File: src/logic/cart_loader_params.svh
// Cartridge loader constants
// Widths of the host stream and memories, ROM placement, header and signature

`ifndef CART_LOADER_PARAMS_SVH
`define CART_LOADER_PARAMS_SVH

// ==============================
// Bus widths
// ==============================
`define CL_ADDR_W       27      // Host byte address
`define CL_DATA_W       16      // Host data word
`define CL_BIOS_ADDR_W  12      // BIOS word address
`define CL_PAK_ADDR_W   25      // Cart dword address
`define CL_ROM_ADDR_W   26      // External memory halfword address

// ==============================
// Memory map and header layout
// ==============================
`define CL_ROM_START_HW 393216  // ROM area base in halfwords
`define CL_ID_LINE      10      // Header line 0xA0..0xAF
`define CL_ID_LEN       12      // Title bytes

// Save type marker searched in the image
`define CL_FLASH_SIG     "FLASH1M_V"
`define CL_FLASH_SIG_LEN 9

`endif

File: src/logic/cart_loader_pkg.sv
// Cartridge loader types
// Vector typedefs, download kind and the bundled buses between blocks

`include "cart_loader_params.svh"

package cart_loader_pkg;

	typedef logic [`CL_ADDR_W-1:0]      ioctl_addr_t;   // Host byte address
	typedef logic [`CL_DATA_W-1:0]      ioctl_data_t;
	typedef logic [`CL_BIOS_ADDR_W-1:0] bios_addr_t;
	typedef logic [31:0]                word_t;
	typedef logic [`CL_PAK_ADDR_W-1:0]  pak_addr_t;     // Dword units
	typedef logic [`CL_ROM_ADDR_W-1:0]  rom_addr_t;     // Halfword units
	typedef logic [`CL_ID_LEN*8-1:0]    cart_id_t;      // First char in MSBs

	// What the host is currently sending
	typedef enum logic [1:0] {
		DL_NONE = 2'd0,
		DL_BIOS = 2'd1,
		DL_CART = 2'd2
	} dl_kind_e;

	typedef struct packed {
		ioctl_addr_t addr;
		ioctl_data_t dout;
		logic        wr;     // One cycle per halfword
	} ioctl_bus_s;

	typedef struct packed {
		bios_addr_t addr;
		word_t      data;
		logic       wr;
	} bios_write_s;

	typedef struct packed {
		rom_addr_t   addr;
		ioctl_data_t data;
		logic        req;    // Pulse, answered by rom_ack
	} rom_write_s;

	typedef struct packed {
		logic      flash_1m;
		logic      sram_quirk;
		logic      memory_remap;
		logic      force_turbo;
		pak_addr_t max_pak_addr;
	} cart_info_s;

endpackage

File: src/logic/bios_word_packer.sv
// BIOS word packer
// Pairs host halfwords into 32 bit writes for the boot ROM memory

`timescale 1ns/10ps
`include "cart_loader_params.svh"

module bios_word_packer (
	input  logic                         clk_sys,
	input  logic                         reset,
	input  cart_loader_pkg::ioctl_bus_s  ioctl,
	input  cart_loader_pkg::dl_kind_e    dl_kind,
	output cart_loader_pkg::bios_write_s bios
);

	cart_loader_pkg::ioctl_data_t low_half;   // Held until the upper half arrives
	logic                         bios_wr_in;

	assign bios_wr_in = ioctl.wr && (dl_kind == cart_loader_pkg::DL_BIOS);

	always_ff @(posedge clk_sys) begin
		// Strobe on the upper half only
		if (reset) bios.wr <= 1'b0;
		else       bios.wr <= bios_wr_in && ioctl.addr[1];

		if (bios_wr_in) begin
			if (!ioctl.addr[1]) begin
				low_half <= ioctl.dout;
			end else begin
				bios.addr <= ioctl.addr[`CL_BIOS_ADDR_W+1:2];   // Byte to word address
				bios.data <= {ioctl.dout, low_half};
			end
		end
	end

endmodule

File: src/logic/cart_loader_top.sv
// Cartridge loader top
// Connects the download decoder, BIOS packer, ROM port and cart scanners

`timescale 1ns/10ps

module cart_loader_top (
	input  logic                         clk_sys,
	input  logic                         reset,
	input  cart_loader_pkg::ioctl_bus_s  ioctl,
	input  logic                         ioctl_download,
	input  logic [7:0]                   ioctl_index,
	output logic                         ioctl_wait,
	output cart_loader_pkg::bios_write_s bios,
	output cart_loader_pkg::rom_write_s  rom,
	input  logic                         rom_ack,
	output cart_loader_pkg::cart_info_s  cart_info
);

	cart_loader_pkg::dl_kind_e  dl_kind;      // Shared by every block
	logic                       cart_start;
	logic                       flash_1m;
	logic                       sram_quirk;
	logic                       memory_remap;
	logic                       force_turbo;
	cart_loader_pkg::pak_addr_t max_pak_addr;

	download_decode u_decode (
		.clk_sys        (clk_sys),
		.reset          (reset),
		.ioctl_download (ioctl_download),
		.ioctl_index    (ioctl_index),
		.ioctl_addr     (ioctl.addr),
		.dl_kind        (dl_kind),
		.cart_start     (cart_start),
		.max_pak_addr   (max_pak_addr),
		.force_turbo    (force_turbo)
	);

	bios_word_packer u_bios (.clk_sys(clk_sys), .reset(reset), .ioctl(ioctl),
		.dl_kind(dl_kind), .bios(bios));

	rom_write_port u_rom (.clk_sys(clk_sys), .reset(reset), .ioctl(ioctl),
		.dl_kind(dl_kind), .rom(rom), .rom_ack(rom_ack), .ioctl_wait(ioctl_wait));

	flash_sig_scan u_flash (.clk_sys(clk_sys), .reset(reset), .ioctl(ioctl),
		.dl_kind(dl_kind), .cart_start(cart_start), .flash_1m(flash_1m));

	quirk_match u_quirk (.clk_sys(clk_sys), .reset(reset), .ioctl(ioctl),
		.dl_kind(dl_kind), .cart_start(cart_start),
		.sram_quirk(sram_quirk), .memory_remap(memory_remap));

	// Cart properties handed on to the console core
	assign cart_info = '{
		flash_1m:     flash_1m,
		sram_quirk:   sram_quirk,
		memory_remap: memory_remap,
		force_turbo:  force_turbo,
		max_pak_addr: max_pak_addr
	};

endmodule

File: src/logic/download_decode.sv
// Download classifier
// Registers the host download level, splits BIOS from cart by index,
// and keeps the end address and cart type of the last cart download

`timescale 1ns/10ps
`include "cart_loader_params.svh"

module download_decode (
	input  logic                       clk_sys,
	input  logic                       reset,
	input  logic                       ioctl_download,
	input  logic [7:0]                 ioctl_index,
	input  cart_loader_pkg::ioctl_addr_t ioctl_addr,
	output cart_loader_pkg::dl_kind_e  dl_kind,
	output logic                       cart_start,
	output cart_loader_pkg::pak_addr_t max_pak_addr,
	output logic                       force_turbo
);

	cart_loader_pkg::dl_kind_e kind_next;
	cart_loader_pkg::dl_kind_e kind_prev;   // dl_kind one cycle back
	logic                      cart_end;
	logic [1:0]                cart_type;

	// Index 0 is BIOS, all ones is a code file and ignored
	always_comb begin
		if (!ioctl_download)    kind_next = cart_loader_pkg::DL_NONE;
		else if (ioctl_index == 8'd0) kind_next = cart_loader_pkg::DL_BIOS;
		else if (&ioctl_index)  kind_next = cart_loader_pkg::DL_NONE;
		else                    kind_next = cart_loader_pkg::DL_CART;
	end

	assign cart_start = (dl_kind == cart_loader_pkg::DL_CART) &&
		(kind_prev != cart_loader_pkg::DL_CART);               // First cart cycle
	assign cart_end   = (kind_prev == cart_loader_pkg::DL_CART) &&
		(dl_kind != cart_loader_pkg::DL_CART);
	assign force_turbo = |cart_type;                           // Any nonzero type

	always_ff @(posedge clk_sys) begin
		if (reset) begin
			dl_kind      <= cart_loader_pkg::DL_NONE;
			kind_prev    <= cart_loader_pkg::DL_NONE;
			max_pak_addr <= '0;
			cart_type    <= 2'd0;
		end else begin
			dl_kind   <= kind_next;
			kind_prev <= dl_kind;
			// Host still holds the final address here
			if (cart_end)   max_pak_addr <= ioctl_addr[`CL_ADDR_W-1:2];
			if (cart_start) cart_type    <= ioctl_index[7:6];
		end
	end

endmodule

File: src/logic/flash_sig_scan.sv
// Flash size detector
// Slides the cart bytes through a window and looks for the 1M flash marker

`timescale 1ns/10ps
`include "cart_loader_params.svh"

module flash_sig_scan (
	input  logic                        clk_sys,
	input  logic                        reset,
	input  cart_loader_pkg::ioctl_bus_s ioctl,
	input  cart_loader_pkg::dl_kind_e   dl_kind,
	input  logic                        cart_start,
	output logic                        flash_1m
);

	localparam int SIG_W = `CL_FLASH_SIG_LEN * 8;
	localparam int WIN_W = SIG_W - 8;                // All but the newest byte
	localparam logic [SIG_W-1:0] FLASH_SIG = `CL_FLASH_SIG;

	logic [WIN_W-1:0] sig_window;   // Oldest byte in the MSBs
	logic             cart_wr;
	logic             hit_lo;       // Marker ends on the low byte
	logic             hit_hi;       // Marker ends on the high byte

	assign cart_wr = ioctl.wr && (dl_kind == cart_loader_pkg::DL_CART);
	assign hit_lo  = {sig_window, ioctl.dout[7:0]} == FLASH_SIG;
	assign hit_hi  = {sig_window[WIN_W-9:0], ioctl.dout[7:0], ioctl.dout[15:8]} == FLASH_SIG;

	always_ff @(posedge clk_sys) begin
		if (reset) begin
			flash_1m <= 1'b0;
		end else if (cart_start) begin
			flash_1m <= 1'b0;                        // New image, forget old result
		end else if (cart_wr && (hit_lo || hit_hi)) begin
			flash_1m <= 1'b1;
		end

		// Low byte comes first in memory order
		if (cart_start)   sig_window <= '0;
		else if (cart_wr) sig_window <= {sig_window[WIN_W-17:0], ioctl.dout[7:0], ioctl.dout[15:8]};
	end

endmodule

File: src/logic/quirk_match.sv
// Title quirk lookup
// Captures the 12 byte header title and flags games needing save or remap fixes

`timescale 1ns/10ps
`include "cart_loader_params.svh"

module quirk_match (
	input  logic                        clk_sys,
	input  logic                        reset,
	input  cart_loader_pkg::ioctl_bus_s ioctl,
	input  cart_loader_pkg::dl_kind_e   dl_kind,
	input  logic                        cart_start,
	output logic                        sram_quirk,
	output logic                        memory_remap
);

	localparam int QUIRK_COUNT = 20;

	// ==============================
	// Title table, zero padded
	// ==============================
	localparam cart_loader_pkg::cart_id_t QUIRK_TITLES [QUIRK_COUNT] = '{
		"ROCKY BOXING",
		{"ROCKY", 56'h0},
		"DBZ LGCYGOKU",
		"DRAGONBALL Z",
		"DBZ TAIKETSU",
		"DRAGON BALLZ",
		{"TOPGUN CZ", 24'h0},
		{"IRIDIONII", 24'h0},
		{"BOMBER MAN", 16'h0},       // NES classics from here on
		{"CASTLEVANIA", 8'h0},
		{"DONKEY KONG", 8'h0},
		{"DR. MARIO", 24'h0},
		{"EXCITEBIKE", 16'h0},
		{"ICE CLIMBER", 8'h0},
		{"NES METROID", 8'h0},
		{"PAC-MAN", 40'h0},
		{"SUPER MARIO", 8'h0},
		{"ZELDA 1", 40'h0},
		{"XEVIOUS", 40'h0},
		{"NES ZELDA 2", 8'h0}
	};
	// Entries 8 and up also need the memory remap
	localparam logic [QUIRK_COUNT-1:0] REMAP_MASK = 20'hFFF00;

	cart_loader_pkg::cart_id_t cart_id;
	logic       cart_wr;
	logic       in_id_line;     // Write lands in header line 0xA0..0xAF
	logic [3:0] id_offset;
	logic [6:0] id_lsb;         // Bit position of this halfword in cart_id
	logic       title_hit;
	logic       remap_hit;

	assign cart_wr    = ioctl.wr && (dl_kind == cart_loader_pkg::DL_CART);
	assign in_id_line = ioctl.addr[`CL_ADDR_W-1:4] == `CL_ID_LINE;
	assign id_offset  = ioctl.addr[3:0];
	assign id_lsb     = 7'(((`CL_ID_LEN - 2) - id_offset) * 8);

	always_comb begin
		title_hit = 1'b0;
		remap_hit = 1'b0;
		for (int i = 0; i < QUIRK_COUNT; i++) begin
			if (cart_id == QUIRK_TITLES[i]) begin
				title_hit = 1'b1;
				remap_hit = remap_hit | REMAP_MASK[i];
			end
		end
	end

	always_ff @(posedge clk_sys) begin
		if (reset) begin
			sram_quirk   <= 1'b0;
			memory_remap <= 1'b0;
		end else if (cart_start) begin
			sram_quirk   <= 1'b0;
			memory_remap <= 1'b0;
		end else if (cart_wr && in_id_line && (id_offset == `CL_ID_LEN)) begin
			sram_quirk   <= sram_quirk | title_hit;    // Title complete at 0xAC
			memory_remap <= memory_remap | remap_hit;
		end

		// Swap bytes so the first character sits at the top
		if (cart_wr && in_id_line && (id_offset < `CL_ID_LEN))
			cart_id[id_lsb +: 16] <= {ioctl.dout[7:0], ioctl.dout[15:8]};
	end

endmodule

File: src/logic/rom_write_port.sv
// Cartridge ROM write port
// Places cart halfwords in the ROM area of external memory and
// stalls the host until each write is acknowledged

`timescale 1ns/10ps
`include "cart_loader_params.svh"

module rom_write_port (
	input  logic                        clk_sys,
	input  logic                        reset,
	input  cart_loader_pkg::ioctl_bus_s ioctl,
	input  cart_loader_pkg::dl_kind_e   dl_kind,
	output cart_loader_pkg::rom_write_s rom,
	input  logic                        rom_ack,
	output logic                        ioctl_wait
);

	localparam cart_loader_pkg::rom_addr_t ROM_BASE = cart_loader_pkg::rom_addr_t'(`CL_ROM_START_HW);

	logic is_cart;
	logic cart_wr;
	logic wait_q;     // A write is out to memory

	assign is_cart = dl_kind == cart_loader_pkg::DL_CART;
	assign cart_wr = ioctl.wr && is_cart;

	// Drop the stall at once when the cart download goes away
	assign ioctl_wait = wait_q && is_cart;

	// ==============================
	// Request and stall
	// ==============================
	always_ff @(posedge clk_sys) begin
		if (reset) begin
			rom.req <= 1'b0;
			wait_q  <= 1'b0;
		end else begin
			rom.req <= cart_wr;                        // Same cycle as the stall rises
			if (!is_cart)     wait_q <= 1'b0;
			else if (rom_ack) wait_q <= 1'b0;          // Released the cycle after ack
			else if (cart_wr) wait_q <= 1'b1;
		end

		if (cart_wr) begin
			rom.addr <= ioctl.addr[`CL_ADDR_W-1:1] + ROM_BASE;  // Halfword units
			rom.data <= ioctl.dout;
		end
	end

endmodule

File: config.mk
export PLATFORM = sky130hd
export DESIGN_NAME = cart_loader_top
export DESIGN_NICKNAME = d
export VERILOG_FILES = /design/src/logic/cart_loader_pkg.sv /design/src/logic/bios_word_packer.sv /design/src/logic/cart_loader_top.sv /design/src/logic/download_decode.sv /design/src/logic/flash_sig_scan.sv /design/src/logic/quirk_match.sv /design/src/logic/rom_write_port.sv
export VERILOG_INCLUDE_DIRS = /design/src /design/src/logic
export SDC_FILE = /design/constraint.sdc
export NUM_CORES = 1
export LEC_CHECK = 0
export BUFFER_PORTS_ARGS = -buffer_cell sky130_fd_sc_hd__buf_2
export CAP_MARGIN = 30
export CORE_UTILIZATION = 35
export DETAILED_ROUTE_END_ITERATION = 8
export GPL_TIMING_DRIVEN = 0
export PLACE_DENSITY_LB_ADDON = 0.25
export SLEW_MARGIN = 20
export SYNTH_ARGS = -nofsm -noshare
export SYNTH_HDL_FRONTEND = slang
export SYNTH_SLANG_ARGS = --single-unit
File: constraint.sdc
create_clock -name clk_sys -period 4.07 [get_ports clk_sys]
set_input_delay 0.814 -clock clk_sys [delete_from_list [all_inputs] [get_ports clk_sys]]
set_output_delay 0.814 -clock clk_sys [all_outputs]
set_load 0.02 [all_outputs]
After elaboration in Yosys (flattened, before gate mapping)

Index checks and enable logic that the tools add are counted.

Add/subtract/negate cells: 3
Order comparisons: 1
Equal/unequal tests: 29
Shift operators: 2
Muxes and demuxes: 35
Bitwise logic cells: 5
Reductions and logical operators: 20

Operator list:

| kind                                                                     | number |
|---|---|
| 96-bit by 95-bit == test with 1-bit output (second input constant)       | 20 |
| 72-bit by 71-bit == test with 1-bit output (second input constant)       | 2 |
| 96-bit bitwise mux                                                       | 1 |
| 16-bit by 9-bit variable shift with 96-bit output (first input constant) | 1 |
| 16-bit by 9-bit indexed part select with 96-bit output                   | 1 |
| 1-bit 2-to-1 mux                                                         | 33 |
| 26-bit by 19-bit adder with 26-bit output (second input constant)        | 1 |
| 23-bit by 4-bit == test with 1-bit output (second input constant)        | 1 |
| 1-bit logical AND                                                        | 10 |
| 7-bit negator with 9-bit output                                          | 1 |
| 8-bit logical NOT                                                        | 1 |
| 8-bit AND reduction                                                      | 1 |
| 2-bit OR reduction                                                       | 3 |
| 3-bit OR reduction                                                       | 2 |
| 2-bit == test (second input constant)                                    | 2 |
| 4-bit == test (second input constant)                                    | 1 |
| 4-bit less-than comparator (second input constant)                       | 1 |
| 2-bit inequality test (second input constant)                            | 2 |
| 2-bit AND reduction                                                      | 2 |
| 4-bit subtractor (first input constant)                                  | 1 |
| 1-bit inverter                                                           | 3 |
| 2-bit by 1-bit == test with 1-bit output (second input constant)         | 1 |
| 2-bit 2-to-1 mux                                                         | 1 |
| 1-bit OR                                                                 | 2 |
| 1-bit logical OR                                                         | 1 |

Register bits after elaboration: 299
Output and inout bits: 118
Logic and storage cells: 113

Depth between registers and ports, before layout

Depth after elaboration: 22
Gate-level depth with buffers: 10
Gate-level depth less buffers: 9

Modules after synthesis

A second synthesis with hierarchy kept.

Cell total of the unflattened synthesis: 1338
Area, all modules: 14274.9 um^2

By module, submodules not included:

| module           | instances | cells each | area an instance (um^2) | sequential area each (um^2) |
|---|---|---|---|---|
| quirk_match      | 1         | 737        | 6891.6                  | 2922.8 |
| flash_sig_scan   | 1         | 320        | 2529.9                  | 1301.2 |
| bios_word_packer | 1         | 64         | 1853.0                  | 1821.7 |
| download_decode  | 1         | 143        | 1491.4                  | 620.6 |
| rom_write_port   | 1         | 70         | 1478.9                  | 1301.2 |
| cart_loader_top  | 1         | 4          | 30.0                    | 0.0 |

Least setup slack after synthesis

Ideal clock, no wire load.

Path type: input -> register
Start: input port ioctl[18] (netlist name)
End: register u_bios.bios[10] (netlist name)
Library setup time: 0.500 ns
Arrival time: 3.923 ns
Required time: 3.570 ns
Slack: -0.353 ns
Stages on the path: 2
Path through: inv_1 > nor3_1

Longest elaborated chain between the ends: 1

Ends and longest elaborated chain:

| what                          | RTL line             | text |
|---|---|---|
| start: declaration            | cart_loader_top.sv:9 | `input cart_loader_pkg::ioctl_bus_s ioctl,` |
| 2-bit AND reduction (no line) | -                    |  |

Every way passes these cells.
A chain may end at the register's enable or synchronous reset.

Final worst setup path

Start: input port ioctl[17] (netlist name)
End: register u_quirk.cart_id[22], enable pin

Longest elaborated chain between the ends: 2

Ends and longest elaborated chain:

| what                                 | RTL line          | text |
|---|---|---|
| 4-bit less-than comparator (no line) | -                 |  |
| 1-bit logical AND                    | quirk_match.sv:84 | `` if (cart_wr && in_id_line && (id_offset < `CL_ID_LEN)) `` |
| end signal: indexed assignment       | quirk_match.sv:85 | `cart_id[id_lsb +: 16] <= {ioctl.dout[7:0], ioctl.dout[15:8]};` |
| end: declaration                     | quirk_match.sv:47 | `cart_loader_pkg::cart_id_t cart_id;` |

Every way passes these cells.

==> flow_metrics.py <==
metrics = {
    "setup_path": {
        "crit_slowest_cell": "or4_1",
        "rr_worst_depth": 7,
        "rrSetupSlack_ns": 0.76,
        "cp.arrival_ns": 4.10,
        "cp-start-kind": "primary input",
        "crit_required_ns": 4.30,
        "critPathMaxStageDelay_ns": 0.66,
        "endpoint_kind": "register",
        "critical-path-top-cell-by-count": "buf_2",
        "crit_path_max_fanout": 10,
        "crit_type": "primary input to register",
        "rr_endpoint": "u_quirk.memory_remap",
        "path_cells": "buf_2 > buf_2 > inv_1 > ha_1 > nor2b_1 > o2bb2ai_1 > xnor2_1 > nand2_1 > or4_1 > clkbuf_1 > nor2_2",
        "reg2reg_from": "u_quirk.cart_id[45]",
    },
    "route": {
        "routed_wirelength_mm": 43.8,
        "drc": 0,
        "via_per_inst": 5.57,
        "ant_nets": 0,
        "drt-pass1-iter-count": 5,
        "vias": 11100,
        "drt_iter0_drc": 1099,
        "wl_per_cell_um": 22.0,
    },
    "yosys": {
        "synth-edff-count": 198,
        "synth_top_family_by_area": "simple AND/OR/NAND/NOR gates",
        "synth_area_per_cell_um2": 10.6,
        "synth_compound_area_frac": 0.0808,
        "syn_inst": 1249,
        "syn_area_um2": 13300,
        "yosys.area_share.xor_xnor": 0.00793,
        "synth_mux_area_frac": 0.00765,
        "yosys_register_bits": 299,
        "synth_ff_type": "edfxtp_1",
        "async_reset_ff_frac": 0,
        "synthAdderAreaFrac": 0.00566,
        "yosys_warnings": 0,
        "synth-seq-area-share": 0.601,
        "yosys.area_share.simple": 0.274,
        "synth.area.top_cells": "edfxtp_1 45%, dfxtp_1 15%, nand2_1 6.3%",
        "yosysTopAreaCellShare": 0.449,
        "yosysTopAreaCell": "edfxtp_1",
        "synth_cell_types": 67,
        "synth_nets": 1311,
    },
    "sta": {
        "finalMaxSlewViolations": 0,
        "fin_skew_ns": 0.0156,
        "min_period_ns": 3.87,
        "rsz0062_at_grt": "no",
        "fin_crit_sh": 0.950,
        "hold_viol": 0,
        "clock.fmax_mhz": 259,
        "fin_tns_setup_ns": 0,
        "setup_viol_count_final": 0,
        "tightestPinTransition_ns": 1.06,
        "slew_headroom": 0.282,
    },
    "clocking": {
        "clk_latency_ns": 0.58,
        "numCtsBuffers": 31,
        "cts-htree-levels": 1,
        "cts_max_path_buffers": 3,
        "path_clk_slew_ns": 0.06,
        "cts.hold.buffers_added": 0,
        "cts_tree": "yes",
        "cts_sinks": 299,
        "root_buffer": "clkbuf_16",
    },
    "pwr": {
        "power_mw": 6.85,
        "leakage_nw": 5.54,
        "ir_worst_vdd_mv": 0.337,
        "pwr_density_cell_nw_per_um2": 428,
    },
    "placed_design": {
        "globalplace.congestion": 0.957,
        "placed_area_um2": 14900,
        "place.port_buffers": 172,
        "dpl.hpwl_mm": 33.2,
    },
    "outcome": {
        "status": "completed",
    },
    "global_route": {
        "grt.total_usage": 0.224,
        "grt_overflow": 0,
        "grt_first_pass_wirelength_mm": 65.8,
        "antenna_found_initial": 2,
        "grt_max_degree": 31,
        "grt_pass1_vias": 10600,
    },
    "floorplan": {
        "die-area_um2": 38700,
        "io_pins": 174,
        "placementRows": 70,
        "die_h_um": 197,
        "die_w_um": 197,
        "core-area_um2": 37000,
        "initial_utilization": 0.359,
    },
    "finish": {
        "drive_above_1_share": 0.183,
        "nets": 1526,
        "final_cell_area_um2": 16000,
        "area_growth_syn_to_layout_pct": 20.8,
    },
    "run": {
        "cap_violations": 0,
    },
    "hold_path": {
        "hold_end": "u_rom.wait_q",
        "worstHoldPathCells": 2,
        "hold_class": "primary input to register",
        "hold_start": "rom_ack",
    },
}
-- worst max-delay path by stage --
stage / from / endpoint / slack [ns] / depth (start not counted)
after detailed placement: ioctl[17] / u_quirk.cart_id[20] / -0.48 / 11
final: ioctl[17] / u_quirk.cart_id[22] / 0.20 / 11
after global placement: ioctl[17] / u_quirk.cart_id[49] / -0.42 / 9
after CTS: ioctl[17] / u_quirk.cart_id[22] / 0.12 / 11
after floorplan: ioctl[17] / u_quirk.cart_id[16] / 0.39 / 10
after global routing: ioctl[17] / u_quirk.cart_id[22] / 0.02 / 11
-- synth_stat cells (9+ instances only) --
cell and n:
nor2b_1 19, nand2b_1 9, xnor2_1 10, and2_1 12, buf_1 12, dfxtp_1 101, nor3_1 43, a22oi_1 32
nor4_1 32, nand3_1 38, or4_1 12, nand4_1 43, nand2_1 222, edfxtp_1 198, a21oi_1 96, a22o_1 13
inv_1 11, or2_2 9, clkbuf_1 50, mux2i_1 9, nor4b_1 24, nor4bb_1 18, nor2_1 122, nand4b_1 11
-- cells in the final DEF (no fill, tap or decap), types with 5 or more instances in the layout --
cell       count
nand2b_1       9
nand4_1       43
o21ai_0        8
nand3_1       38
buf_4          5
dfxtp_1      101
clkbuf_1      54
and4b_1        7
edfxtp_1     198
xnor2_1       10
nor4_1        31
clkbuf_16     34
a22oi_1       32
nor2_1       121
nand4b_1      11
ha_1           6
inv_1         11
nor4b_2        5
nor3b_1        7
nand2_1      222
and3_1         5
nor3_1        39
or2_2          9
nor4b_1       24
nor2b_1       19
nand3b_1       8
a21oi_1       96
buf_1         11
mux2i_1        9
or4_1         12
a22o_1        13
nor4bb_1      18
buf_2        176
and2_1        12
-- worst max-delay path, delay by kind of cell --
family                     cells  cell delay (ns)
buffers and inverters          4             0.69
AOI/OAI and AO/OA              1             0.18
adders and majority gates      1             0.34
and+or+nand+nor                4             1.78
xor gates and xnor gates       1             0.28
-- per-stage QoR --
stage / util / worst slack (ns) / hold slack [ns] / std cells
after floorplan: - / 0.394 / 0.400 / 1249
after global placement: 0.399 / -0.416 / 0.401 / 1925
after detailed placement: 0.402 / -0.478 / 0.405 / 1932
after CTS: 0.433 / 0.118 / 0.376 / 1990
after global routing: 0.433 / 0.0193 / 0.392 / 1993
final: 0.433 / 0.202 / 0.400 / 1994
-- state kept, by name, indices dropped and copies added, names as in the netlist --
register and flops:
u_quirk.memory_remap 1, u_flash.sig_window 64, u_decode.kind_prev 2, u_decode.dl_kind 2
u_bios.low_half 16, u_quirk.sram_quirk 1, u_bios.bios 45, u_flash.flash_1m 1
u_quirk.cart_id 96, u_decode.cart_type 2, u_decode.max_pak_addr 25, u_rom.rom 43
u_rom.wait_q 1
-- area by class of cell --
type | instances | area (µm²)
sequential | 299 | 7970
inverter | 11 | 41.3
tap | 504 | 631
antenna | 1 | 2.50
clock buffer | 43 | 928
buffer | 67 | 269
timing repair buffer | 182 | 967
clock inverter | 15 | 198
fill | 3618 | 20900
multi-input combinational | 872 | 5010
-- report_power, final --
| group | internal, mW | switching [mW] | total, mW |
|---|---|---|---|
| Combinational | 0.138 | 0.330 | 0.468 |
| Clock | 1.86 | 1.21 | 3.06 |
| Sequential | 3.28 | 0.0363 | 3.32 |
| Total | 5.27 | 1.58 | 6.85 |
-- per-layer routing --
layer | routed length (µm) | vias to the layer above | GRT usage | part of all wire
met1 | 19000 | 5426 | 0.310 | 0.43
li1 | - | 5060 | - | -
met4 | 1570 | 2 | 0.0804 | 0.036
met5 | 13 | - | 0 | 0.00030
met2 | 19800 | 508 | 0.353 | 0.45
met3 | 3340 | 106 | 0.0387 | 0.076
-- kinds of logic after synthesis --
family	after synthesis
compound gates	172
xor+xnor	12
fa+ha+maj	6
buf+inv	78
flops	299
mux	10
simple gates	672
-- timing repair --
| item | 4_1_cts | 5_1_grt |
|---|---|---|
| setup endpoints to repair | 0 | 8 |
| resized for setup | 0 | 1 |
| buffers inserted | 0 | 0 |
Power figures use the tool's default switching activity.
